### src/rv_pkg.sv
// shared constants, opcode and control enums, decoder control and commit trace structs
package rv_pkg;

  localparam int XLEN = 64;
  localparam logic [XLEN-1:0] RESET_PC = 64'h0;

  typedef enum logic [6:0] {
    OPC_LUI       = 7'b0110111,
    OPC_AUIPC     = 7'b0010111,
    OPC_JAL       = 7'b1101111,
    OPC_JALR      = 7'b1100111,
    OPC_BRANCH    = 7'b1100011,
    OPC_LOAD      = 7'b0000011,
    OPC_STORE     = 7'b0100011,
    OPC_OP_IMM    = 7'b0010011,
    OPC_OP_IMM_32 = 7'b0011011,
    OPC_OP        = 7'b0110011,
    OPC_OP_32     = 7'b0111011,
    OPC_SYSTEM    = 7'b1110011
  } opcode_e;

  typedef enum logic [3:0] {
    ALU_ADD, ALU_SUB, ALU_SLL, ALU_SLT, ALU_SLTU, ALU_XOR,
    ALU_SRL, ALU_SRA, ALU_OR, ALU_AND, ALU_COPY_B
  } alu_op_e;

  // nine kinds, so four bits
  typedef enum logic [3:0] {
    BR_NONE, BR_JAL, BR_JALR, BR_BEQ, BR_BNE, BR_BLT, BR_BGE, BR_BLTU, BR_BGEU
  } br_op_e;

  typedef enum logic [2:0] {
    MEM_LB, MEM_LBU, MEM_LH, MEM_LHU, MEM_LW, MEM_LWU, MEM_LD, MEM_NONE
  } mem_op_e;

  typedef enum logic {A_RS1, A_PC} a_src_e;

  typedef enum logic [1:0] {B_RS2, B_IMM, B_FOUR} b_src_e;

  typedef enum logic [2:0] {S_FETCH, S_EXEC, S_MEM, S_WB, S_STOP} state_e;

  typedef struct packed {
    logic [4:0]      rs1;
    logic [4:0]      rs2;
    logic [4:0]      rd;
    logic [XLEN-1:0] imm;
    alu_op_e         alu_op;
    a_src_e          a_src;
    b_src_e          b_src;
    br_op_e          br_op;
    mem_op_e         mem_op;
    logic            reg_wr;
    logic            mem_wr;
    logic            mem_rd;
    logic            word_cut; // 32-bit op, result sign-extended
    logic            illegal;
    logic            ebreak;
  } ctrl_t;

  typedef struct packed {
    logic [XLEN-1:0] pc;
    logic [31:0]     inst;
    logic [4:0]      rd;
    logic            wr_en;
    logic [XLEN-1:0] wdata;
    logic [XLEN-1:0] next_pc;
  } commit_t;

endpackage

### src/rv_result.sv
// store lane placement and byte select, load extraction and extension, writeback select
`timescale 1ns/1ns

module rv_result (
  input  rv_pkg::ctrl_t           i_ctrl,
  input  logic [rv_pkg::XLEN-1:0] i_addr,
  input  logic [rv_pkg::XLEN-1:0] i_alu,
  input  logic [rv_pkg::XLEN-1:0] i_rs2,
  input  logic [rv_pkg::XLEN-1:0] i_rdata,
  output logic [rv_pkg::XLEN-1:0] o_wdata_bus,
  output logic [7:0]              o_sel,
  output logic [rv_pkg::XLEN-1:0] o_wb_value
);

  logic [5:0]  lane_shift;
  logic [7:0]  size_mask;
  logic [63:0] lane;
  logic [63:0] load_val;

  assign lane_shift  = {i_addr[2:0], 3'b000}; // byte offset in bits
  assign o_wdata_bus = i_rs2 << lane_shift;
  assign lane        = i_rdata >> lane_shift;

  always_comb begin
    case (i_ctrl.mem_op)
      rv_pkg::MEM_LB,
      rv_pkg::MEM_LBU:  size_mask = 8'h01;
      rv_pkg::MEM_LH,
      rv_pkg::MEM_LHU:  size_mask = 8'h03;
      rv_pkg::MEM_LW,
      rv_pkg::MEM_LWU:  size_mask = 8'h0f;
      rv_pkg::MEM_LD:   size_mask = 8'hff;
      default:          size_mask = 8'h00;
    endcase
  end

  assign o_sel = size_mask << i_addr[2:0];

  always_comb begin
    case (i_ctrl.mem_op)
      rv_pkg::MEM_LB:  load_val = {{56{lane[7]}}, lane[7:0]};
      rv_pkg::MEM_LBU: load_val = {56'b0, lane[7:0]};
      rv_pkg::MEM_LH:  load_val = {{48{lane[15]}}, lane[15:0]};
      rv_pkg::MEM_LHU: load_val = {48'b0, lane[15:0]};
      rv_pkg::MEM_LW:  load_val = {{32{lane[31]}}, lane[31:0]};
      rv_pkg::MEM_LWU: load_val = {32'b0, lane[31:0]};
      default:         load_val = lane;
    endcase
  end

  // jumps land here via alu, operand b is four
  assign o_wb_value = i_ctrl.mem_rd ? load_val : i_alu;

endmodule

### config.mk
export PLATFORM = sky130hd
export DESIGN_NAME = rv_result
export DESIGN_NICKNAME = d
export VERILOG_FILES = /design/src/rv_pkg.sv /design/src/rv_result.sv
export SDC_FILE = /design/constraint.sdc
export NUM_CORES = 1
export LEC_CHECK = 0
export CORE_AREA = 2 2 192 194
export DETAILED_ROUTE_END_ITERATION = 8
export DIE_AREA = 0 0 194 196
export DONT_BUFFER_PORTS = 1
export PLACE_DENSITY = 0.33
export RECOVER_POWER = 25
export SKIP_LAST_GASP = 1
export SYNTH_ARGS = -nofsm -noshare
export SYNTH_HDL_FRONTEND = slang
export SYNTH_SLANG_ARGS = --single-unit
### constraint.sdc
create_clock -name vclk -period 6.4
set_clock_uncertainty 0.1 [all_clocks]
set_input_delay 0.96 -clock vclk [all_inputs]
set_output_delay 0.96 -clock vclk [all_outputs]
set_load 0.02 [all_outputs]
## Word-level counts from Yosys, hierarchy flattened

Cells that the tools add are included.

| word-level totals | value |
|---|---|
| input bits | 355 |
| flip-flop bits (word level) | 0 |
| output and inout port bits | 136 |
| word-level logic and storage cells | 16 |

| operators by class | value |
|---|---|
| mux-type cells | 3 |
| eq/ne operators | 6 |
| shift operators | 3 |
| reductions and logical operators | 4 |

Operators with widths:

| operator | count |
|---|---|
| 64-bit case mux with 6 select lines | 1 |
| 64-bit two-way mux | 1 |
| 64-bit by 6-bit left shift with 64-bit output | 1 |
| 64-bit by 6-bit right shift with 64-bit output | 1 |
| 8-bit case mux with 4 select lines | 1 |
| 3-bit == test, second input constant | 3 |
| 8-bit by 3-bit left shift with 8-bit output | 1 |
| 3-bit by 2-bit == test with 1-bit output, second input constant | 2 |
| 2-bit OR reduction | 3 |
| 3-bit by 1-bit == test with 1-bit output, second input constant | 1 |
| 3-bit logical NOT | 1 |

## Logic depth before layout (Yosys ltp)

| logic depth | value |
|---|---|
| depth after elaboration | 4 |
| mapped depth | 9 |
| mapped depth without buffers | 4 |

## Worst setup path after synthesis

Ideal clock, no wire load.

| path | value |
|---|---|
| kind | input to output |
| from | input port i_addr[0] (netlist name) |
| to | output port o_sel[2] |
| path buffers | 4 |
| data required time | 5.340 ns |
| data arrival time | 3.089 ns |
| stages on the path | 6 |
| setup slack | 2.251 ns |
| cells stage by stage | buf_2 -> buf_2 -> buf_2 -> buf_1 -> a211oi_1 -> a2111oi_0 |

| between the ends | value |
|---|---|
| cells in the longest elaborated chain, start to end | 1 |

Ends and longest elaborated chain:

| what | RTL line | RTL |
|---|---|---|
| start: declaration | rv_result.sv:6 | `input logic [rv_pkg::XLEN-1:0] i_addr,` |
| 8-bit by 3-bit left shift with 8-bit output | rv_result.sv:37 | `assign o_sel = size_mask << i_addr[2:0];` |
| end: declaration | rv_result.sv:11 | `output logic [7:0] o_sel,` |

Every way passes these cells.

## Final worst setup path

| path | value |
|---|---|
| from | input port i_addr[1] (netlist name) |
| to | output port o_wb_value[63] (netlist name) |

| between the ends | value |
|---|---|
| cells in the longest elaborated chain, start to end | 3 |

Ends and longest elaborated chain:

| what | RTL line | RTL |
|---|---|---|
| 64-bit by 6-bit right shift with 64-bit output | rv_result.sv:22 | `assign lane = i_rdata >> lane_shift;` |
| 64-bit case mux with 6 select lines | rv_result.sv:40 | `case (i_ctrl.mem_op)` |
| 64-bit two-way mux | rv_result.sv:52 | `assign o_wb_value = i_ctrl.mem_rd ? load_val : i_alu;` |
| end: declaration | rv_result.sv:12 | `output logic [rv_pkg::XLEN-1:0] o_wb_value` |

Every way passes these cells.

==> results by group <==
Status
  • Outcome: complete, no violations

Timing
  • Final hold violations: 0
  • Clock period minus worst slack: 4.38 ns
  • RSZ-0062 raised after global routing: false
  • Fmax: 0.228 GHz
  • Fin crit share: 0.684
  • Setup TNS Final: 0 ns
  • Slew Viols, Final: 0
  • Endpoints failing setup: 0
  • Max-slew headroom at the worst pin: 0.238
  • Slew @ Worst Pin: 1.14 ns

Yosys
  • Distinct cells, synth: 40
  • Post-synth design cell area: 4940 um^2
  • Post-synthesis sequential area ratio: 0
  • Top cells by count, synth: nor2_1, mux2i_1, nand2_1
  • Count leader, synth: nor2_1
  • Mapped Avg Cell Area: 7.03 um^2
  • Top post-synthesis cells by area: mux2i_1, a41oi_2, nor2_1
  • Dominant cell type by area after synthesis: mux2i_1
  • Syn Inst Count: 703
  • Post-Synthesis Net Count: 1,058
  • Ys Warns: 0
  • Synth top area share: 0.209

Placed design
  • Final HPWL from detailed placement: 24.0 mm
  • Placed Instances: 1,091
  • Dpl cell area: 5190 um^2
  • Placer Congestion: 0.752
  • PortBufs: 0

Clock tree
  • # hold bufs at CTS: 0
  • Post-CTS sizing: 0
  • Setup bufs post-CTS: 0

Critical path
  • Crit. Startpoint: i_addr[1]
  • Crit path capture type: primary output
  • WP data required: 5.34 ns
  • Worst setup SP type: input port
  • Slowest cell delay on critical path: 0.86 ns
  • Critical Path Sink: o_wb_value[63]
  • Cells along the critical path: or2_0 -> a2bb2oi_1 -> nand4_1 -> buf_4 -> a41oi_1
  • Crit path arrival time: 3.32 ns
  • Critical Path Slowest Stage Cell: or2_0
  • Crit path kind: input port to primary output
  • Worst-path fanout max: 121

Die
  • Core Footprint: 36,100 um^2
  • Num rows: 70
  • Die height: 196 um
  • I/O Pins: 491
  • Effective utilization at floorplan: 0.137
  • Die Area: 38,000 um^2
  • Chip Width: 194 um

GRT
  • Grt ovf: 0
  • Vias in the first global route: 5,179
  • First-pass GRT wire length: 41.5 mm
  • Largest net degree at the start of global routing: 146
  • Total Routing Usage GR: 0.149
  • Initial antenna violation count: 1

Cells and area
  • Share of cells above drive strength 1: 0.157
  • Multi-input gate area: 4530 um^2
  • Post-route insts no fill: 1,092
  • Fin area: 5190 um^2
  • # fillers: 4,261
  • Layout area overhead: 5.01%
  • Number of clock buffers in the layout: 0
  • Num sequential: 0
  • Register area: 0 um^2
  • Nets: 980

Route
  • Final ANT Viol Nets: 0
  • DRC: 0
  • Via density: 4.94
  • Drt total wl: 30.5 mm
  • Post-DR wirelength/cell: 27.9 um
  • DR vias: 5,393
  • Starting DRT DRC Count: 219
  • Drt first pass iters: 4

Flow run
  • Max cap viols: 0

Power
  • Cell Pwr Density: 86.2 nW/um^2
  • Peak VDD IR: 0.0000251 V
  • Pleak: 1.77 nW

Worst hold path
  • Worst Hold Class: input port to primary output
  • Hold Path Depth: 1
  • HP Start: i_addr[2]
[area by class of cell]
| type | instances | area share |
|---|---|---|
| Antenna cell | 1 | 0.000482 |
| Inverter | 3 | 0.00217 |
| Multi-Input combinational cell | 612 | 0.873 |
| Tap cell | 468 | 0.113 |
| Timing Repair Buffer | 8 | 0.0116 |
[worst min path at each step]
stage          slack, ns         endpoint
3_3_place_gp        1.91  o_wdata_bus[31]
5_1_grt             1.91  o_wdata_bus[23]
6_report            1.92  o_wdata_bus[31]
2_1_floorplan       1.99    o_wb_value[0]
4_1_cts             1.91  o_wdata_bus[31]
3_5_place_dp        1.91  o_wdata_bus[31]
[cells by family after synthesis]
family / share of synthesized area
muxes: 0.323
and+or+nand+nor: 0.240
buffers and inverters: 0.0861
AOI/OAI and AO/OA: 0.351
[layout by cell type (no fill, tap or decap), types with 4 or more instances in the layout]
cell,instances
o22ai_1,16
o2bb2ai_1,9
a31o_2,7
nand2b_1,11
a21oi_1,47
nor2b_1,11
o21ai_0,27
mux2i_1,103
a41oi_1,16
and2_0,8
and3_1,8
nand2_1,80
a41oi_2,31
o21a_1,10
a31oi_4,8
buf_4,8
mux2_2,14
mux2_1,4
o211ai_1,7
a31oi_1,18
nor2_1,124
or2_2,9
mux4_2,16
[power breakdown]
group / leakage (nW) / switching (mW) / total, mW / internal [mW]
combinational: 1.77 / 0.299 / 0.447 / 0.149
sequential: 0 / 0 / 0 / 0
clock: 0.00000404 / 0 / 0.00000000550 / 0.00000000550
total: 1.77 / 0.299 / 0.447 / 0.149
[per-stage QoR]
| step | power (mW) | util | hold WS [ns] | setup slack (ns) |
|---|---|---|---|---|
| floorplan | 0.400 | - | 1.99 | 2.25 |
| global placement | 0.453 | 0.144 | 1.91 | 2.06 |
| detailed placement | 0.454 | 0.144 | 1.91 | 2.03 |
| CTS | 0.455 | 0.144 | 1.91 | 2.03 |
| global route | 0.480 | 0.144 | 1.91 | 1.95 |
| finish | 0.447 | 0.144 | 1.92 | 2.02 |
[critical path, delay by kind of cell]
kind            cells  cell delay [ns]
compound gates      2             0.97
buf+inv             1             0.31
simple gates        2             1.00
[per-layer routing]
layer,wire length (um),vias to the layer above,GRT usage
met5,0,-,0
met3,2120,24,0.0315
met1,15600,2660,0.232
li1,-,2453,-
met4,599,0,0.0261
met2,12200,256,0.208
Note: power is estimated with default switching activity, not from simulation.
