File: src/rv_pkg.sv
// shared constants, opcode and control enums, decoder control and commit trace structs
package rv_pkg;

  localparam int XLEN = 64;
  localparam logic [XLEN-1:0] RESET_PC = 64'h0;

  typedef enum logic [6:0] {
    OPC_LUI       = 7'b0110111,
    OPC_AUIPC     = 7'b0010111,
    OPC_JAL       = 7'b1101111,
    OPC_JALR      = 7'b1100111,
    OPC_BRANCH    = 7'b1100011,
    OPC_LOAD      = 7'b0000011,
    OPC_STORE     = 7'b0100011,
    OPC_OP_IMM    = 7'b0010011,
    OPC_OP_IMM_32 = 7'b0011011,
    OPC_OP        = 7'b0110011,
    OPC_OP_32     = 7'b0111011,
    OPC_SYSTEM    = 7'b1110011
  } opcode_e;

  typedef enum logic [3:0] {
    ALU_ADD, ALU_SUB, ALU_SLL, ALU_SLT, ALU_SLTU, ALU_XOR,
    ALU_SRL, ALU_SRA, ALU_OR, ALU_AND, ALU_COPY_B
  } alu_op_e;

  // nine kinds, so four bits
  typedef enum logic [3:0] {
    BR_NONE, BR_JAL, BR_JALR, BR_BEQ, BR_BNE, BR_BLT, BR_BGE, BR_BLTU, BR_BGEU
  } br_op_e;

  typedef enum logic [2:0] {
    MEM_LB, MEM_LBU, MEM_LH, MEM_LHU, MEM_LW, MEM_LWU, MEM_LD, MEM_NONE
  } mem_op_e;

  typedef enum logic {A_RS1, A_PC} a_src_e;

  typedef enum logic [1:0] {B_RS2, B_IMM, B_FOUR} b_src_e;

  typedef enum logic [2:0] {S_FETCH, S_EXEC, S_MEM, S_WB, S_STOP} state_e;

  typedef struct packed {
    logic [4:0]      rs1;
    logic [4:0]      rs2;
    logic [4:0]      rd;
    logic [XLEN-1:0] imm;
    alu_op_e         alu_op;
    a_src_e          a_src;
    b_src_e          b_src;
    br_op_e          br_op;
    mem_op_e         mem_op;
    logic            reg_wr;
    logic            mem_wr;
    logic            mem_rd;
    logic            word_cut; // 32-bit op, result sign-extended
    logic            illegal;
    logic            ebreak;
  } ctrl_t;

  typedef struct packed {
    logic [XLEN-1:0] pc;
    logic [31:0]     inst;
    logic [4:0]      rd;
    logic            wr_en;
    logic [XLEN-1:0] wdata;
    logic [XLEN-1:0] next_pc;
  } commit_t;

endpackage

File: src/rv_execute.sv
// 64-bit alu with word truncation, branch comparator and jump target adder
`timescale 1ns/1ns

module rv_execute (
  input  rv_pkg::ctrl_t               i_ctrl,
  input  logic [rv_pkg::XLEN-1:0]     i_pc,
  input  logic [rv_pkg::XLEN-1:0]     i_rs1,
  input  logic [rv_pkg::XLEN-1:0]     i_rs2,
  output logic [rv_pkg::XLEN-1:0]     o_alu,
  output logic                        o_taken,
  output logic [rv_pkg::XLEN-1:0]     o_target
);

  logic [63:0] op_a;
  logic [63:0] op_b;
  logic [63:0] shift_src;
  logic [5:0]  shamt;
  logic [63:0] res;
  logic [63:0] base;
  logic [63:0] sum;

  assign op_a = (i_ctrl.a_src == rv_pkg::A_PC) ? i_pc : i_rs1;

  always_comb begin
    case (i_ctrl.b_src)
      rv_pkg::B_RS2: op_b = i_rs2;
      rv_pkg::B_IMM: op_b = i_ctrl.imm;
      default:       op_b = 64'd4;
    endcase
  end

  // word shifts see only the low 32 bits, extended as the shift needs
  always_comb begin
    shift_src = op_a;
    shamt     = op_b[5:0];
    if (i_ctrl.word_cut) begin
      shamt = {1'b0, op_b[4:0]};
      if (i_ctrl.alu_op == rv_pkg::ALU_SRA) begin
        shift_src = {{32{op_a[31]}}, op_a[31:0]};
      end else begin
        shift_src = {32'b0, op_a[31:0]};
      end
    end
  end

  always_comb begin
    case (i_ctrl.alu_op)
      rv_pkg::ALU_SUB:    res = op_a - op_b;
      rv_pkg::ALU_SLL:    res = shift_src << shamt;
      rv_pkg::ALU_SLT:    res = {63'b0, $signed(op_a) < $signed(op_b)};
      rv_pkg::ALU_SLTU:   res = {63'b0, op_a < op_b};
      rv_pkg::ALU_XOR:    res = op_a ^ op_b;
      rv_pkg::ALU_SRL:    res = shift_src >> shamt;
      rv_pkg::ALU_SRA:    res = $unsigned($signed(shift_src) >>> shamt);
      rv_pkg::ALU_OR:     res = op_a | op_b;
      rv_pkg::ALU_AND:    res = op_a & op_b;
      rv_pkg::ALU_COPY_B: res = op_b;
      default:            res = op_a + op_b;
    endcase
  end

  assign o_alu = i_ctrl.word_cut ? {{32{res[31]}}, res[31:0]} : res;

  always_comb begin
    case (i_ctrl.br_op)
      rv_pkg::BR_JAL,
      rv_pkg::BR_JALR: o_taken = 1'b1;
      rv_pkg::BR_BEQ:  o_taken = (i_rs1 == i_rs2);
      rv_pkg::BR_BNE:  o_taken = (i_rs1 != i_rs2);
      rv_pkg::BR_BLT:  o_taken = ($signed(i_rs1) < $signed(i_rs2));
      rv_pkg::BR_BGE:  o_taken = ($signed(i_rs1) >= $signed(i_rs2));
      rv_pkg::BR_BLTU: o_taken = (i_rs1 < i_rs2);
      rv_pkg::BR_BGEU: o_taken = (i_rs1 >= i_rs2);
      default:         o_taken = 1'b0;
    endcase
  end

  assign base     = (i_ctrl.br_op == rv_pkg::BR_JALR) ? i_rs1 : i_pc;
  assign sum      = base + i_ctrl.imm;
  assign o_target = {sum[63:1], sum[0] & (i_ctrl.br_op != rv_pkg::BR_JALR)}; // jalr clears bit 0

endmodule

File: config.mk
export PLATFORM = sky130hd
export DESIGN_NAME = rv_execute
export DESIGN_NICKNAME = d
export VERILOG_FILES = /design/src/rv_pkg.sv /design/src/rv_execute.sv
export SDC_FILE = /design/constraint.sdc
export NUM_CORES = 2
export LEC_CHECK = 0
export ABC_AREA = 1
export BUFFER_PORTS_ARGS = -buffer_cell sky130_fd_sc_hd__buf_2
export CORE_MARGIN = 5
export CORE_UTILIZATION = 67
export DETAILED_ROUTE_END_ITERATION = 12
export PLACE_DENSITY = 0.95
export SKIP_LAST_GASP = 1
export SYNTH_ARGS = -nofsm -noshare
export SYNTH_HDL_FRONTEND = slang
export SYNTH_SLANG_ARGS = --single-unit
File: constraint.sdc
create_clock -name vclk -period 10
set_input_delay 0.5 -clock vclk [all_inputs]
set_output_delay 0.5 -clock vclk [all_outputs]
set_load 0.02 [all_outputs]
==> results.py, run 1 <==
metrics = {
    "logic_synthesis": {
        "yosysMostFrequentCell": "nand2_1",
        "avgSynthCellArea_um2": 5.02,
        "yosysTopAreaCellShare_pct": 18.9,
        "ys_top_cells_by_area": "nand2_1 19%, ha_1 13%, nand3_1 13%, inv_1 11%, o21ai_0 8.3%",
        "yosysWarnings": 0,
        "syn_inst": 6007,
        "synthTopCellsByCount": "1521 x nand2_1, 865 x inv_1, 756 x nand3_1",
        "syn_nets": 6621,
        "ys_types": 57,
        "synth-seq-area-share_pct": 0,
        "synth_top_cell_by_area": "nand2_1",
        "syn_area_um2": 30200,
    },
    "global_routing": {
        "overflow": 169,
        "grt_pass1_wl_mm": 267,
        "grt_usage_pct": 68.4,
        "grt_max_degree": 108,
        "grt_pass1_vias": 46400,
    },
    "placed_design": {
        "dp_hpwl_mm": 129,
        "dp_slack_ns": 3.49,
        "place_area_um2": 31900,
        "io_buffers": 397,
        "place_congestion": 1.53,
    },
    "clock_tree": {
        "post_cts_buffers": 0,
        "hold_buffers": 0,
        "ctsResizeCount": 0,
    },
    "floorplanning": {
        "fp.dieW_um": 222,
        "pin_count": 420,
        "die_height_um": 222,
        "rows": 77,
        "initial_core_util_pct": 67.9,
    },
    "run_status": {
        "stop_stage": "global routing",
        "stop_error": "[ERROR GRT-0116] Global routing finished with congestion. Check the congestion regions in the DRC Viewer.",
        "status": "stopped before the end",
    },
}
-- logic make-up after synthesis --
group	share of synthesized area [%]
and+or+nand+nor	41.9
AOI/OAI and AO/OA	26.5
adders and majority gates	13.5
muxes	0.199
buffers and inverters	15.4
xor gates and xnor gates	2.53
-- metrics by stage --
step | instances | util, %
CTS | 6742 | 71.8
floorplan | 6007 | -
global placement | 6742 | 71.8
detailed placement | 6742 | 71.8
-- layer usage --
layer / overflow / global-route usage, %
met5: 2 / 37.3
met3: 3 / 56.5
met2: 75 / 83.0
met1: 9 / 67.7
met4: 80 / 64.8
==> run 2: changes to the inputs <==
--- a/config.mk
+++ b/config.mk
@@ -8,9 +8,9 @@
 export ABC_AREA = 1
 export BUFFER_PORTS_ARGS = -buffer_cell sky130_fd_sc_hd__buf_2
 export CORE_MARGIN = 5
-export CORE_UTILIZATION = 67
+export CORE_UTILIZATION = 40
 export DETAILED_ROUTE_END_ITERATION = 12
-export PLACE_DENSITY = 0.95
+export PLACE_DENSITY_LB_ADDON = 0.15
 export SKIP_LAST_GASP = 1
 export SYNTH_ARGS = -nofsm -noshare
 export SYNTH_HDL_FRONTEND = slang
==> run 2 against run 1 <==
The flow now finishes without violations. Area after synthesis stayed put. Synthesized cell count stayed put.
==> results.py, run 2 <==
metrics = {
    "layout": {
        "final_common_cell": "nand2_1",
        "area_growth_pct": 7.99,
        "drive_gt1_share_pct": 8.39,
        "num-clock-buffers": 0,
        "layout_common_cells": "1520 x nand2_1, 862 x inv_1, 756 x nand3_1, 551 x nor2_1, 499 x o21ai_0",
        "multiInputGateArea_um2": 25600,
        "final_nets": 6791,
        "nFlopsAndLatches": 0,
        "fillers": 8890,
        "seq_area_um2": 0,
    },
    "flow_run": {
        "cap_viol_max_count": 0,
    },
    "floorplanning": {
        "rows": 100,
        "dieArea_um2": 81000,
        "die_height_um": 285,
        "pin_count": 420,
        "fp.dieW_um": 285,
        "initial_core_util_pct": 40.5,
        "coreArea_um2": 74600,
    },
    "clock_tree": {
        "ctsResizeCount": 0,
        "hold_buffers": 0,
        "post_cts_buffers": 0,
    },
    "global_routing": {
        "grt_usage_pct": 47.6,
        "antenna_found_initial": 10,
        "grt_max_degree": 95,
        "grt_pass1_wl_mm": 285,
        "grt_pass1_vias": 41300,
        "overflow": 0,
    },
    "detailed_routing": {
        "wl_per_cell_um": 29.0,
        "wirelength_mm": 208,
        "drtIter0Drc": 7399,
        "drt_pass1_iterations": 7,
        "vias_per_cell": 6.31,
        "ant_nets": 0,
        "via_count": 45100,
        "drc": 0,
    },
    "worst_setup_path": {
        "startpoint_type": "input pin",
        "worstPathRequired_ns": 9.50,
        "crit_path_end_kind": "primary output",
        "worstSetupPathType": "in -> out",
        "cp_max_fo": 46,
        "critPathArrivalTime_ns": 6.09,
    },
    "run_status": {
        "status": "finished, final reports clean",
    },
    "logic_synthesis": {
        "ys_types": 57,
        "avgSynthCellArea_um2": 5.02,
        "syn_nets": 6621,
        "yosysMostFrequentCell": "nand2_1",
        "ys_top_cells_by_area": "nand2_1 19%, ha_1 13%, nand3_1 13%, inv_1 11%, o21ai_0 8.3%",
        "synthTopCellsByCount": "1521 x nand2_1, 865 x inv_1, 756 x nand3_1",
        "syn_inst": 6007,
        "yosysWarnings": 0,
        "synth-seq-area-share_pct": 0,
        "yosysTopAreaCellShare_pct": 18.9,
        "syn_area_um2": 30200,
        "synth_top_cell_by_area": "nand2_1",
    },
    "placed_design": {
        "place_congestion": 1.14,
        "dp_hpwl_mm": 175,
        "io_buffers": 397,
    },
    "sta": {
        "fmax_mhz": 152,
        "hold_violations": 0,
        "tightest_slew_ns": 1.40,
        "relSlewSlack_pct": 6.35,
        "min_period_ns": 6.59,
        "slew_viol_final": 0,
        "rsz0062_at_grt": "false",
        "setup_tns_ns": 0,
        "setup_viol": 0,
        "fin_crit_sh_pct": 65.9,
    },
    "min_path": {
        "hold_class": "in -> out",
    },
}
[run 2: cell counts after synthesis]
Identical to the previous run, type by type.
[run 2: layout make-up]
type                            count  area share, %
Antenna cell                        5         0.0384
Timing Repair Buffer              458           7.51
Inverter                          882           10.2
Tap cell                          969           3.72
Multi-Input combinational cell   4835           78.5
[run 2: cell families (layout without fill, tap and decap cells)]
family	after synthesis	in the layout	share of synthesized area [%]
AO/OA/AOI/OAI	1413	1413	26.5
XOR/XNOR	87	87	2.53
adder cells (fa/ha/maj)	323	323	13.5
buffers and inverters	1172	1340	15.4
multiplexers	6	6	0.199
other	0	5	0
AND/OR/NAND/NOR	3006	3006	41.9
[run 2: critical path, stage by stage]
cell	delay (ns)
buf_2	0.12
inv_1	0.06
nand2_2	0.20
o22ai_4	0.21
buf_4	0.47
clkinv_2	0.69
ha_1	0.71
inv_1	0.14
nand2_1	0.10
nand3_1	0.13
a21boi_0	0.51
o21ai_0	0.16
buf_4	0.19
inv_1	0.07
o21ai_0	0.32
o21ai_0	0.28
a21oi_1	0.06
nor2_1	0.28
o21ai_0	0.16
a21oi_1	0.19
nand3_1	0.24
buf_2	0.24
[run 2: path summary, 6_finish.rpt]
path | startpoint | endpoint | cells after the start
setup / recovery | i_ctrl[14] | o_alu[17] | 22
hold / removal | i_ctrl[21] | o_target[1] | 3
[run 2: through the flow]
stage                     std cells  util (%)  worst slack [ns]  area, um^2  hold WS, ns
after floorplan                6007         -              5.50       30200         1.25
after global placement         7143      43.7              3.88       32600         1.47
after detailed placement       7143      43.7              3.84       32600         1.47
after CTS                      7143      43.7              3.83       32600         1.47
after global routing           7144      43.7              3.30       32600         1.49
final                          7149      43.7              3.41       32600         1.48
[run 2: per-layer routing]
metal  up-vias  GRT usage (%)  part of all wire, %
met2      3407           72.1                   41
li1      20300              -                    -
met1     20600           57.3                   36
met4         4           36.4                   10
met3       812           12.5                   13
met5         -              0                0.012
