[config.mk]
export PLATFORM = sky130hd
export DESIGN_NAME = rv_decode
export DESIGN_NICKNAME = d
export VERILOG_FILES = /design/src/rv_pkg.sv /design/src/rv_decode.sv
export SDC_FILE = /design/constraint.sdc
export NUM_CORES = 1
export LEC_CHECK = 0
export ABC_AREA = 1
export BUFFER_PORTS_ARGS = -buffer_cell sky130_fd_sc_hd__buf_4
export CAP_MARGIN = 10
export CORE_MARGIN = 5
export CORE_UTILIZATION = 39
export DETAILED_ROUTE_END_ITERATION = 16
export PLACE_DENSITY = 0.84
export SLEW_MARGIN = 20
export SYNTH_ARGS = -nofsm -noshare
export SYNTH_HDL_FRONTEND = slang
export SYNTH_SLANG_ARGS = --single-unit
[constraint.sdc]
create_clock -name vclk -period 2.45
set_input_delay 0.735 -clock vclk [all_inputs]
set_output_delay 0.735 -clock vclk [all_outputs]
set_load 0.005 [all_outputs]
[src/rv_pkg.sv]
// shared constants, opcode and control enums, decoder control and commit trace structs
package rv_pkg;

  localparam int XLEN = 64;
  localparam logic [XLEN-1:0] RESET_PC = 64'h0;

  typedef enum logic [6:0] {
    OPC_LUI       = 7'b0110111,
    OPC_AUIPC     = 7'b0010111,
    OPC_JAL       = 7'b1101111,
    OPC_JALR      = 7'b1100111,
    OPC_BRANCH    = 7'b1100011,
    OPC_LOAD      = 7'b0000011,
    OPC_STORE     = 7'b0100011,
    OPC_OP_IMM    = 7'b0010011,
    OPC_OP_IMM_32 = 7'b0011011,
    OPC_OP        = 7'b0110011,
    OPC_OP_32     = 7'b0111011,
    OPC_SYSTEM    = 7'b1110011
  } opcode_e;

  typedef enum logic [3:0] {
    ALU_ADD, ALU_SUB, ALU_SLL, ALU_SLT, ALU_SLTU, ALU_XOR,
    ALU_SRL, ALU_SRA, ALU_OR, ALU_AND, ALU_COPY_B
  } alu_op_e;

  // nine kinds, so four bits
  typedef enum logic [3:0] {
    BR_NONE, BR_JAL, BR_JALR, BR_BEQ, BR_BNE, BR_BLT, BR_BGE, BR_BLTU, BR_BGEU
  } br_op_e;

  typedef enum logic [2:0] {
    MEM_LB, MEM_LBU, MEM_LH, MEM_LHU, MEM_LW, MEM_LWU, MEM_LD, MEM_NONE
  } mem_op_e;

  typedef enum logic {A_RS1, A_PC} a_src_e;

  typedef enum logic [1:0] {B_RS2, B_IMM, B_FOUR} b_src_e;

  typedef enum logic [2:0] {S_FETCH, S_EXEC, S_MEM, S_WB, S_STOP} state_e;

  typedef struct packed {
    logic [4:0]      rs1;
    logic [4:0]      rs2;
    logic [4:0]      rd;
    logic [XLEN-1:0] imm;
    alu_op_e         alu_op;
    a_src_e          a_src;
    b_src_e          b_src;
    br_op_e          br_op;
    mem_op_e         mem_op;
    logic            reg_wr;
    logic            mem_wr;
    logic            mem_rd;
    logic            word_cut; // 32-bit op, result sign-extended
    logic            illegal;
    logic            ebreak;
  } ctrl_t;

  typedef struct packed {
    logic [XLEN-1:0] pc;
    logic [31:0]     inst;
    logic [4:0]      rd;
    logic            wr_en;
    logic [XLEN-1:0] wdata;
    logic [XLEN-1:0] next_pc;
  } commit_t;

endpackage

[src/rv_decode.sv]
// rv64i instruction decoder producing the control struct and sign-extended immediate
`timescale 1ns/1ns

module rv_decode (
  input  logic [31:0]   i_inst,
  output rv_pkg::ctrl_t o_ctrl
);

  rv_pkg::opcode_e opcode;
  logic [2:0]  funct3;
  logic [6:0]  funct7;
  logic        f7_zero;
  logic        f7_alt;
  logic [63:0] imm_i;
  logic [63:0] imm_u;
  logic [63:0] imm_s;
  logic [63:0] imm_b;
  logic [63:0] imm_j;
  rv_pkg::ctrl_t c;

  assign opcode  = rv_pkg::opcode_e'(i_inst[6:0]);
  assign funct3  = i_inst[14:12];
  assign funct7  = i_inst[31:25];
  assign f7_zero = (funct7 == 7'b0000000);
  assign f7_alt  = (funct7 == 7'b0100000);

  assign imm_i = {{52{i_inst[31]}}, i_inst[31:20]};
  assign imm_u = {{32{i_inst[31]}}, i_inst[31:12], 12'b0};
  assign imm_s = {{52{i_inst[31]}}, i_inst[31:25], i_inst[11:7]};
  assign imm_b = {{52{i_inst[31]}}, i_inst[7], i_inst[30:25], i_inst[11:8], 1'b0};
  assign imm_j = {{44{i_inst[31]}}, i_inst[19:12], i_inst[20], i_inst[30:21], 1'b0};

  // shared funct3 map of OP and OP_IMM groups, alt picks sub/sra
  function automatic rv_pkg::alu_op_e f3_alu(input logic [2:0] f3, input logic alt);
    rv_pkg::alu_op_e op;
    case (f3)
      3'b000:  op = alt ? rv_pkg::ALU_SUB : rv_pkg::ALU_ADD;
      3'b001:  op = rv_pkg::ALU_SLL;
      3'b010:  op = rv_pkg::ALU_SLT;
      3'b011:  op = rv_pkg::ALU_SLTU;
      3'b100:  op = rv_pkg::ALU_XOR;
      3'b101:  op = alt ? rv_pkg::ALU_SRA : rv_pkg::ALU_SRL;
      3'b110:  op = rv_pkg::ALU_OR;
      default: op = rv_pkg::ALU_AND;
    endcase
    return op;
  endfunction

  always_comb begin
    c          = '0;
    c.rs1      = i_inst[19:15];
    c.rs2      = i_inst[24:20];
    c.rd       = i_inst[11:7];
    c.imm      = imm_i;
    c.alu_op   = rv_pkg::ALU_ADD;
    c.a_src    = rv_pkg::A_RS1;
    c.b_src    = rv_pkg::B_IMM;
    c.br_op    = rv_pkg::BR_NONE;
    c.mem_op   = rv_pkg::MEM_NONE;
    c.illegal  = 1'b1; // cleared by a match
    case (opcode)
      rv_pkg::OPC_LUI: begin
        c.imm     = imm_u;
        c.alu_op  = rv_pkg::ALU_COPY_B;
        c.reg_wr  = 1'b1;
        c.illegal = 1'b0;
      end
      rv_pkg::OPC_AUIPC: begin
        c.imm     = imm_u;
        c.a_src   = rv_pkg::A_PC;
        c.reg_wr  = 1'b1;
        c.illegal = 1'b0;
      end
      rv_pkg::OPC_JAL: begin
        c.imm     = imm_j;
        c.a_src   = rv_pkg::A_PC;
        c.b_src   = rv_pkg::B_FOUR; // link value pc + 4
        c.br_op   = rv_pkg::BR_JAL;
        c.reg_wr  = 1'b1;
        c.illegal = 1'b0;
      end
      rv_pkg::OPC_JALR: begin
        c.a_src   = rv_pkg::A_PC;
        c.b_src   = rv_pkg::B_FOUR;
        c.br_op   = rv_pkg::BR_JALR;
        c.reg_wr  = 1'b1;
        c.illegal = (funct3 != 3'b000);
      end
      rv_pkg::OPC_BRANCH: begin
        c.imm     = imm_b;
        c.illegal = 1'b0;
        case (funct3)
          3'b000:  c.br_op = rv_pkg::BR_BEQ;
          3'b001:  c.br_op = rv_pkg::BR_BNE;
          3'b100:  c.br_op = rv_pkg::BR_BLT;
          3'b101:  c.br_op = rv_pkg::BR_BGE;
          3'b110:  c.br_op = rv_pkg::BR_BLTU;
          3'b111:  c.br_op = rv_pkg::BR_BGEU;
          default: c.illegal = 1'b1;
        endcase
      end
      rv_pkg::OPC_LOAD: begin
        c.mem_rd  = 1'b1;
        c.reg_wr  = 1'b1;
        c.mem_op  = rv_pkg::mem_op_e'({funct3[1:0], funct3[2]}); // enum order matches
        c.illegal = (funct3 == 3'b111);
      end
      rv_pkg::OPC_STORE: begin
        c.imm     = imm_s;
        c.mem_wr  = 1'b1;
        c.mem_op  = rv_pkg::mem_op_e'({funct3[1:0], 1'b0});
        c.illegal = funct3[2];
      end
      rv_pkg::OPC_OP_IMM: begin
        c.alu_op  = f3_alu(funct3, (funct3 == 3'b101) && funct7[5]);
        c.reg_wr  = 1'b1;
        c.illegal = ((funct3 == 3'b001) && (funct7[6:1] != 6'b000000)) ||
                    ((funct3 == 3'b101) && (funct7[6:1] != 6'b000000) &&
                     (funct7[6:1] != 6'b010000));
      end
      rv_pkg::OPC_OP_IMM_32: begin
        c.alu_op   = f3_alu(funct3, (funct3 == 3'b101) && funct7[5]);
        c.reg_wr   = 1'b1;
        c.word_cut = 1'b1;
        c.illegal  = !((funct3 == 3'b000) || ((funct3 == 3'b001) && f7_zero) ||
                       ((funct3 == 3'b101) && (f7_zero || f7_alt)));
      end
      rv_pkg::OPC_OP: begin
        c.b_src   = rv_pkg::B_RS2;
        c.alu_op  = f3_alu(funct3, funct7[5]);
        c.reg_wr  = 1'b1;
        c.illegal = !(f7_zero || (f7_alt && (funct3 inside {3'b000, 3'b101})));
      end
      rv_pkg::OPC_OP_32: begin
        c.b_src    = rv_pkg::B_RS2;
        c.alu_op   = f3_alu(funct3, funct7[5]);
        c.reg_wr   = 1'b1;
        c.word_cut = 1'b1;
        c.illegal  = !((f7_zero && (funct3 inside {3'b000, 3'b001, 3'b101})) ||
                       (f7_alt && (funct3 inside {3'b000, 3'b101})));
      end
      rv_pkg::OPC_SYSTEM: begin
        c.ebreak  = (i_inst == 32'h0010_0073);
        c.illegal = !c.ebreak; // only ebreak supported
      end
      default: ;
    endcase
    if (c.illegal) begin
      c.reg_wr = 1'b0;
      c.mem_rd = 1'b0;
      c.mem_wr = 1'b0;
      c.mem_op = rv_pkg::MEM_NONE;
      c.br_op  = rv_pkg::BR_NONE;
    end
  end

  assign o_ctrl = c;

endmodule

== Yosys cells after proc, flatten, opt, wreduce, memory -nomap -nowiden ==
Cells that the tools add are included.

* Output and inout port bits: 99
* Logic and storage cells: 76
* Register bits after elaboration: 0

* Multiplexer cells: 21
* Reduce and logical (&&, ||, !) cells: 33
* Eq/ne operators: 22

{| class="wikitable"
|+ Operator list
! cell !! number
|-
| 31-bit case mux with 4 select lines || 1
|-
| 4-bit case mux with 7 select lines || 2
|-
| 7-bit by 6-bit equality test with 1-bit output (second input constant) || 5
|-
| 32-bit by 21-bit equality test with 1-bit output (second input constant) || 1
|-
| 7-bit equality test (second input constant) || 4
|-
| 4-bit case mux with 3 select lines || 2
|-
| 4-bit case mux with 6 select lines || 1
|-
| 7-bit by 5-bit equality test with 1-bit output (second input constant) || 3
|-
| 3-bit equality test (second input constant) || 4
|-
| 1-bit 2-to-1 mux || 11
|-
| 10-bit 2-to-1 mux || 1
|-
| 1-bit case mux with 10 select lines || 1
|-
| 2-bit OR reduction || 5
|-
| 9-bit OR reduction || 1
|-
| 1-bit logical AND || 8
|-
| 7-bit by 2-bit equality test with 1-bit output (second input constant) || 1
|-
| 7-bit zero test || 1
|-
| 3-bit by 2-bit equality test with 1-bit output (second input constant) || 2
|-
| 1-bit logical OR || 6
|-
| 6-bit by 5-bit inequality test with 1-bit output (second input constant) || 1
|-
| 3-bit case mux with 2 select lines || 1
|-
| 3-bit nonzero test || 2
|-
| 6-bit nonzero test || 1
|-
| 3-bit OR reduction || 2
|-
| 6 further kinds || 9
|}

== Depth between registers and ports, before layout ==
Gate-level depths: netlist of the first run.

* Depth in word-level cells: 7
* Mapped depth: 11

== Least setup slack after synthesis of the first run ==
Ideal clock, no wire load.

* Kind: input to output
* From: input i_inst[12]
* To: output o_ctrl[10] (netlist name)
* Stages on the path: 8
* Slack: 0.027 ns
* Arrival time: 1.688 ns
* Path buffers: 1
* Required time: 1.715 ns
* Cell sequence: buf_2 inv_1 nand2_1 nand3_1 nand2_1 nor2_1 nand3_2 nor3_1

{| class="wikitable"
|+ RTL lines
! element !! line !! source
|-
| from (decl) || rv_decode.sv:5 || <nowiki>input logic [31:0] i_inst,</nowiki>
|-
| to (decl) || rv_decode.sv:6 || <nowiki>output rv_pkg::ctrl_t o_ctrl</nowiki>
|}

==> results of run 1 <==
==> what timing repair did <==
action / in CTS / in global routing
pin swaps: 20 / 30
setup endpoints to repair: 46 / 49
setup buffers: 11 / 7
resized for setup: 111 / 69
==> Yosys cell counts <==
cell type	count
buf_2	1
nand2_1	54
inv_1	44
nor2_1	40
o31ai_1	2
a21boi_0	1
o21ai_0	24
buf_1	1
nand2_4	2
nand3_2	2
o21ai_2	1
nor3_2	1
nand2_2	5
clkbuf_1	1
a22oi_1	1
nand3_1	14
inv_2	4
nor2_2	1
nand4_1	3
buf_4	48
nand4_4	1
nor4_1	2
a21oi_1	4
o22ai_1	5
nor3_1	6
nor2_4	4
==> power breakdown <==
part | leakage, nW | internal (mW) | total (mW) | switching (mW)
logic | 1.72 | 0.242 | 0.496 | 0.254
registers | 0 | 0 | 0 | 0
clock network | 0 | 0 | 0 | 0
total | 1.72 | 0.242 | 0.496 | 0.254
==> critical path: cells and delay by family <==
family,cells,cell delay [ns]
AND/OR/NAND/NOR,8,1.22
buffers and inverters,3,0.38
==> metrics by stage <==
step	utilization, %	cell area [sq um]	setup WS (ns)	hold WS, ns	cells
after floorplan	-	1400	0.0266	1.55	272
after global placement	74.4	2540	-0.258	1.65	459
after detailed placement	74.4	2540	-0.337	1.65	459
after CTS	86.5	2950	-0.178	1.64	470
after global routing	94.5	3230	-0.653	1.65	476
final	94.5	3230	-0.620	1.64	476
==> metal layers <==
layer	part of all wire (%)	wire length (microns)
met1	31	3480
met2	47	5290
met3	11	1230
met4	11	1250
met5	0	0
==> logic make-up (layout without fill, tap and decap cells) <==
logic type | count (synthesis) | count (layout) | synth area share, %
buf+inv | 99 | 257 | 39.4
simple gates | 135 | 135 | 45.6
compound gates | 38 | 38 | 15.0
==> worst min-delay path by stage <==
stage	start	end	slack [ns]	depth (start not counted)
final	i_inst[23]	o_ctrl[92]	1.64	2
after global routing	i_inst[23]	o_ctrl[92]	1.65	2
after CTS	i_inst[22]	o_ctrl[91]	1.64	2
after detailed placement	i_inst[17]	o_ctrl[96]	1.65	2
after global placement	i_inst[23]	o_ctrl[92]	1.65	2
after floorplan	i_inst[31]	o_ctrl[51]	1.55	1
==> final cells by class <==
| cell class | instances | area (sq um) | share of cell area (%) |
|---|---|---|---|
| inverter | 48 | 199 | 6.16 |
| multi-input combinational | 173 | 1250 | 38.7 |
| tap | 46 | 57.6 | 1.78 |
| timing repair buffer | 209 | 1720 | 53.4 |
==> metrics, run 1 <==
io pins=131; Synth area leaders=buf_4 26%, nand2_1 14%, inv_1 12%, nor2_1 11%, o21ai_0 8.6%; DR iter-0 viols=572; Starting Density=41.1%; Final WS setup=-0.620 ns; Placement Rows=21; CP Cell Sequence=buf_4 > inv_1 > nand2_2 > nor2_1 > nand2_1 > nor2_1 > nand2_1 > nand2_2 > nand3_4 > nor3_1 > buf_4; Finish-stage setup viols=50; outcome=finished, violations left; fin. max-slew vios=0; met2 Use GR=57.0%; Worst Path Required=1.71 ns; global routing usage on met1=30.6%; Syn. warnings=0; Via Count=2894; vias per cell=6.08; PD cells=154 nW/um^2; CP max stage cell=nor3_1; CLK BUF=0; RSZ-0062 raised after global routing=true; Pleak=1.72 nW; drt pass-1 iters=8; layout cells sized above 1=75.3%; DIE AREA=4900 sq um; Peak supply drop=0.125 mV; final hold vios=0; Least-Margin Pin Slew=0.383 ns; Synth Area per Inst=5.16 sq um; initial antenna violation count=0; CP Launch Point=i_inst[16]; Syn Nets=304; Worst Setup End Kind=primary output; gr usage total=29.0%; Reg area=0 sq um; critical-path maximum fanout=5; first-pass GRT wire length=12000 microns; Slew headroom=74.5%; worst setup path endpoint=o_ctrl[10]; FFs & Latches=0; HPWL Detailed=5020 microns; GRT Max-Usage Layer=met2; antenna cell count=0; Max Cap Viol=0; FILL cells=106; area leader, netlist=buf_4; Final GP Congestion=0.964; Synth-to-Final Area Change=130%; Chip Width=70.0 microns; vias in the first global route=2462; die height=70.0 microns; top cell type's share of synthesized area=25.7%; register area share after synthesis=0%; DRC errors left=0; largest net degree at the start of global routing=36; delay of the slowest critical-path stage=0.31 ns; violated checks=negative setup slack; IO Port Bufs=131; GRT met3 Usage=5.60%; core area=3420 sq um; Total Wirelength=11300 microns; commonest non-fill, non-tap cell in the layout=buf_4; CP Launch Type=primary input; most frequent cells in the layout=179 x buf_4, 31 x nand2_1, 23 x buf_6; final worst path period need=3.07 ns; Congestion Overflow GR=0; Nets=464; DRT antenna net count=0; Tcrit/Tclk final=125%; # hold bufs at CTS=0; Tot Pwr=0.496 mW; Max Clk Rate=326 MHz; post-synth cell types=26; Setup TNS Final=-12.02 ns; crit path DAT=2.34 ns; Worst Hold Class=primary input to primary output; Post-Synthesis Cells=272; post-synthesis cell area=1400 sq um; critical setup path kind=primary input to primary output; Wirelength per Cell=23.6 microns
No activity file was read; power rests on OpenSTA's default activity.
==> run 2: changes to the inputs <==
==> constraint.sdc (replaced) <==
create_clock -name vclk -period 2.85
set_input_delay 0.855 -clock vclk [all_inputs]
set_output_delay 0.855 -clock vclk [all_outputs]
set_load 0.005 [all_outputs]
==> run 2 against run 1 <==
Net effect:
- the flow still finishes with violations (negative setup slack)
- wire length is 44% lower
- worst setup slack improved by 0.54 ns
- sequential share of layout area stayed put
- flip-flop and latch count stayed put
- combinational power decreased by 36%
- power fell by 36%
- design area is 16% lower
- die area is the same
- global-route usage decreased by 6.6 points
- highest routed layer unchanged
==> metrics, run 2 (synthesis gave the netlist of run 1 again) <==
Max Clk Rate=341 MHz; critical setup path kind=primary input to primary output (unchanged); GRT met3 Usage=4.02% (was 5.60%); layout cells sized above 1=62.5% (was 75.3%); initial antenna violation count=0 (unchanged); Congestion Overflow GR=0 (unchanged); PD cells=118 nW/um^2 (was 154 nW/um^2); Wirelength per Cell=13.8 microns (was 23.6 microns); Via Count=2159 (was 2894); CLK BUF=0 (unchanged); Layout Utilization=79.3% (was 94.5%); Starting Density=41.1% (unchanged); WHS Path Cells=2 (unchanged); Synth-to-Final Area Change=92.9% (was 130%); met2 Use GR=44.5% (was 57.0%); DRC errors left=0 (unchanged); Slew headroom=79.7% (was 74.5%); Least-Margin Pin Slew=0.305 ns (was 0.383 ns); final hold vios=0 (unchanged); Worst Path Required=2.00 ns (was 1.71 ns); Worst Setup End Kind=primary output (unchanged); DIE AREA=4900 sq um (unchanged); Peak supply drop=0.0837 mV (was 0.125 mV); die height=70.0 microns (unchanged); DR iter-0 viols=155 (was 572); commonest non-fill, non-tap cell in the layout=buf_4 (unchanged); violated checks=negative setup slack (unchanged); Finish-stage setup viols=13 (was 50); Tcrit/Tclk final=103%; Hold EP=o_ctrl[96] (was o_ctrl[92]); WHS=1.89 ns (was 1.64 ns); Max Cap Viol=0 (unchanged); Worst Hold Class=primary input to primary output (unchanged); Total Wirelength=6260 microns (was 11300 microns); vias in the first global route=2105 (was 2462); placed cell area=2440 sq um (was 2540 sq um); final worst path period need=2.93 ns; Chip Width=70.0 microns (unchanged); vias per cell=4.76 (was 6.08); core area=3420 sq um (unchanged); design area=2710 sq um (was 3230 sq um); FFs & Latches=0 (unchanged); GRT Max-Usage Layer=met2 (unchanged); Reg area=0 sq um (unchanged); first-pass GRT wire length=9490 microns (was 12000 microns); Final GP Congestion=0.993 (was 0.964); DRT antenna net count=0 (unchanged); antenna cell count=0 (unchanged); Pleak=1.51 nW (was 1.72 nW); most frequent cells in the layout=177 x buf_4, 43 x nand2_1, 30 x inv_1 (was 179 x buf_4, 31 x nand2_1, 23 x buf_6); global routing usage on met1=25.4% (was 30.6%); critical-path maximum fanout=8 (was 5); largest net degree at the start of global routing=36 (unchanged); Hold Crit Start=i_inst[17] (was i_inst[23]); outcome=finished, violations left (unchanged); RSZ-0062 raised after global routing=true (unchanged); Nets=442 (was 464); gr usage total=22.4% (was 29.0%); crit path DAT=2.07 ns (was 2.34 ns); CP Launch Type=primary input (unchanged); Placement Rows=21 (unchanged); io pins=131 (unchanged); Final WS setup=-0.0798 ns (was -0.620 ns); fin. max-slew vios=0 (unchanged); drt pass-1 iters=4 (was 8); HPWL Detailed=4980 microns (was 5020 microns); # hold bufs at CTS=0 (unchanged); dpl ws=-0.152 ns (was -0.337 ns); IO Port Bufs=131 (unchanged)
==> run 2: final cells by class <==
class	instances	area [sq um]
Fill cell	256	708
Tap cell	46	57.6
Multi-Input combinational cell	173	1000
Timing Repair Buffer	187	1460
Inverter	48	189
==> run 2: stage by stage <==
step,instances,total power [mW],TNS (ns)
CTS,452,0.311,-0.127
finish,454,0.318,-0.625
detailed placement,444,0.290,-1.74
global route,454,0.345,-3.01
global placement,444,0.286,-1.61
floorplan,272,0.134,0
==> run 2: worst max-delay path, cell delays in order <==
cell and delay [ns]:
buf_4 0.13, inv_2 0.12, nor2_1 0.09, nand3_1 0.10, nand2_1 0.09, nor2_2 0.16
nand3_4 0.15, nor2_4 0.17, nand2_1 0.08, buf_6 0.12
==> run 2: routing by layer <==
metal / up-vias / wire length, microns
li1: 1082 / -
met1: 961 / 2370
met5: - / 0
met2: 110 / 3330
met4: 0 / 44
met3: 6 / 514
==> run 2: worst max path at each step <==
stage / start / to / slack, ns / cells past startpoint
global route: i_inst[14] / o_ctrl[8] / -0.17 / 10
global placement: i_inst[6] / o_ctrl[3] / -0.15 / 11
detailed placement: i_inst[6] / o_ctrl[1] / -0.15 / 13
finish: i_inst[14] / o_ctrl[7] / -0.08 / 10
CTS: i_inst[0] / o_ctrl[8] / -0.03 / 12
floorplan: i_inst[12] / o_ctrl[10] / 0.19 / 8
==> run 2: power breakdown <==
part	switching (mW)	internal (mW)	total, mW
Sequential	0	0	0
Combinational	0.149	0.169	0.318
Clock	0	0	0
==> run 2: repair_timing <==
item | 4_1_cts | 5_1_grt
endpoints found under the setup margin | 26 | 39
pin swaps | 22 | 6
buffers inserted | 8 | 2
gates resized for setup | 46 | 22
==> run 3: changes to the inputs <==
==> constraint.sdc (replaced) <==
create_clock -name vclk -period 2.85
set_input_delay 0.1425 -clock vclk [all_inputs]
set_output_delay 0.1425 -clock vclk [all_outputs]
set_load 0.005 [all_outputs]
==> run 3 against run 2 <==
Net effect:
- the run now ends clean
- power fell by 22%
- clock-buffer cell count did not move
- design area fell by 23%
- first-iteration DRC count fell by 10%
- largest cell class unchanged
- largest power group unchanged
- highest routed layer unchanged
==> metrics, run 3 (synthesis gave the netlist of run 1 again) <==
Flop pwr share=0% (about the same); vias per cell=4.76 (about the same); Final WS setup=1.14 ns (was -0.0798 ns); gr usage total=19.3% (was 22.4%); final hold vios=0 (unchanged); Clock Power Share=0% (about the same); M1 WL=1950 microns (was 2370 microns); DRT antenna net count=0 (unchanged); Worst Setup End Kind=primary output (unchanged); top routing layer used=met4 (unchanged); dpl ws=1.16 ns (was -0.152 ns); Via Count=1894 (was 2159); Tcrit/Tclk final=60.2% (was 103%); net switching power=0.123 mW (was 0.149 mW); largest net degree at the start of global routing=39 (was 36); Finish-stage setup viols=0 (was 13); Nets=386 (was 442); core area=3420 sq um (unchanged); Worst Hold Class=primary input to primary output (unchanged); antenna cell count=0 (unchanged); WHS=0.462 ns (was 1.89 ns); Sw Share=49.2% (was 46.7%); critical-path maximum fanout=5 (was 8); Final GP Congestion=0.914 (was 0.993); Congestion Overflow GR=0 (unchanged); initial antenna violation count=0 (unchanged); Slew headroom=72.5% (was 79.7%); Worst Path Required=2.71 ns (was 2.00 ns); Starting Density=41.1% (unchanged); layout cells sized above 1=43.2% (was 62.5%); CLK BUF=0 (unchanged); P_int=0.127 mW (was 0.169 mW); Total Wirelength=5140 microns (was 6260 microns); PD cells=120 nW/um^2 (was 118 nW/um^2); Max Cap Viol=0 (unchanged); Placement Rows=21 (unchanged); RSZ-0062 raised after global routing=false (was true); die height=70.0 microns (unchanged); final worst path period need=1.71 ns (was 2.93 ns); DRC errors left=0 (unchanged); # hold bufs at CTS=0 (unchanged); io pins=131 (unchanged); CP max stage cell=nor2_1 (was nor2_4); outcome=complete, no violations (was finished, violations left); CP Launch Type=primary input (unchanged); CP Cell Sequence=buf_4 > nand2_2 > inv_1 > nand3_1 > nor2_1 > nor2_1 > nor2_1 > o22ai_1 > buf_4 (was buf_4 > inv_2 > nor2_1 > nand3_1 > nand2_1 > nor2_2 > nand3_4 > nor2_4 > nand2_1 > buf_6); DR iter-0 viols=139 (was 155); drt pass-1 iters=5 (was 4); delay of the slowest critical-path stage=0.29 ns (was 0.17 ns); Hold Crit Start=i_inst[9] (was i_inst[17]); first-pass GRT wire length=8190 microns (was 9490 microns); Least-Margin Pin Slew=0.409 ns (was 0.305 ns); Resized cells post-CTS=0 (was 46); vias in the first global route=1798 (was 2105); Logic pwr share=100.0% (about the same); fin. max-slew vios=0 (unchanged); DIE AREA=4900 sq um (unchanged); routed wl met3=537 microns (was 514 microns); Pleak=1.21 nW (was 1.51 nW); Max Clk Rate=583 MHz (was 341 MHz); Post-CTS Setup Bufs=0 (was 8); met2 routed WL=2640 microns (was 3330 microns); IO Port Bufs=131 (unchanged); CP most frequent cell=nor2_1 (was nand2_1); Wirelength per Cell=12.9 microns (was 13.8 microns); Peak supply drop=0.0895 mV (was 0.0837 mV); crit path DAT=1.57 ns (was 2.07 ns); CP Launch Point=i_inst[1] (was i_inst[14]); most frequent cells in the layout=131 x buf_4, 54 x nand2_1, 44 x inv_1 (was 177 x buf_4, 43 x nand2_1, 30 x inv_1); FFs & Latches=0 (unchanged); Reg area=0 sq um (unchanged); Synth-to-Final Area Change=47.6% (was 92.9%); design area=2070 sq um (was 2710 sq um); Setup TNS Final=0 ns (was -0.625 ns); commonest non-fill, non-tap cell in the layout=buf_4 (unchanged); Chip Width=70.0 microns (unchanged); HPWL Detailed=4440 microns (was 4980 microns); placed cell area=2070 sq um (was 2440 sq um); critical setup path kind=primary input to primary output (unchanged)
==> run 3: per-stage QoR <==
step	instances	total power, mW	utilization, %
after global placement	398	0.248	60.7
final	398	0.250	60.7
after CTS	398	0.251	60.7
after detailed placement	398	0.250	60.7
after floorplan	272	0.134	-
after global routing	398	0.275	60.7
==> run 3: final cells by class <==
type	instances	area, sq um
fill	360	1340
inverter	48	180
multi-input combinational	173	851
tap	46	57.6
timing repair buffer	131	983
==> run 3: worst paths after layout <==
kind	end	slack, ns	cells past startpoint
min	o_ctrl[86]	0.46	2
max	o_ctrl[21]	1.14	9
==> run 3: power groups by stage <==
stage	registers [mW]	clock network, mW	logic, mW
floorplan	0	0	0.134
global placement	0	0	0.248
detailed placement	0	0	0.250
CTS	0	0	0.251
global route	0	0	0.275
finish	0	0	0.250
==> run 3: critical path: cells and delay by family <==
kind | cells | cell delay (ns)
AND/OR/NAND/NOR | 5 | 0.88
AO/OA/AOI/OAI | 1 | 0.14
buffers and inverters | 3 | 0.42
==> run 3: per-layer routing <==
metal / track usage (%) / up-vias
met5: 0 / -
met4: 1.49 / 0
met3: 5.02 / 2
met2: 35.2 / 112
met1: 23.5 / 814
li1: - / 966
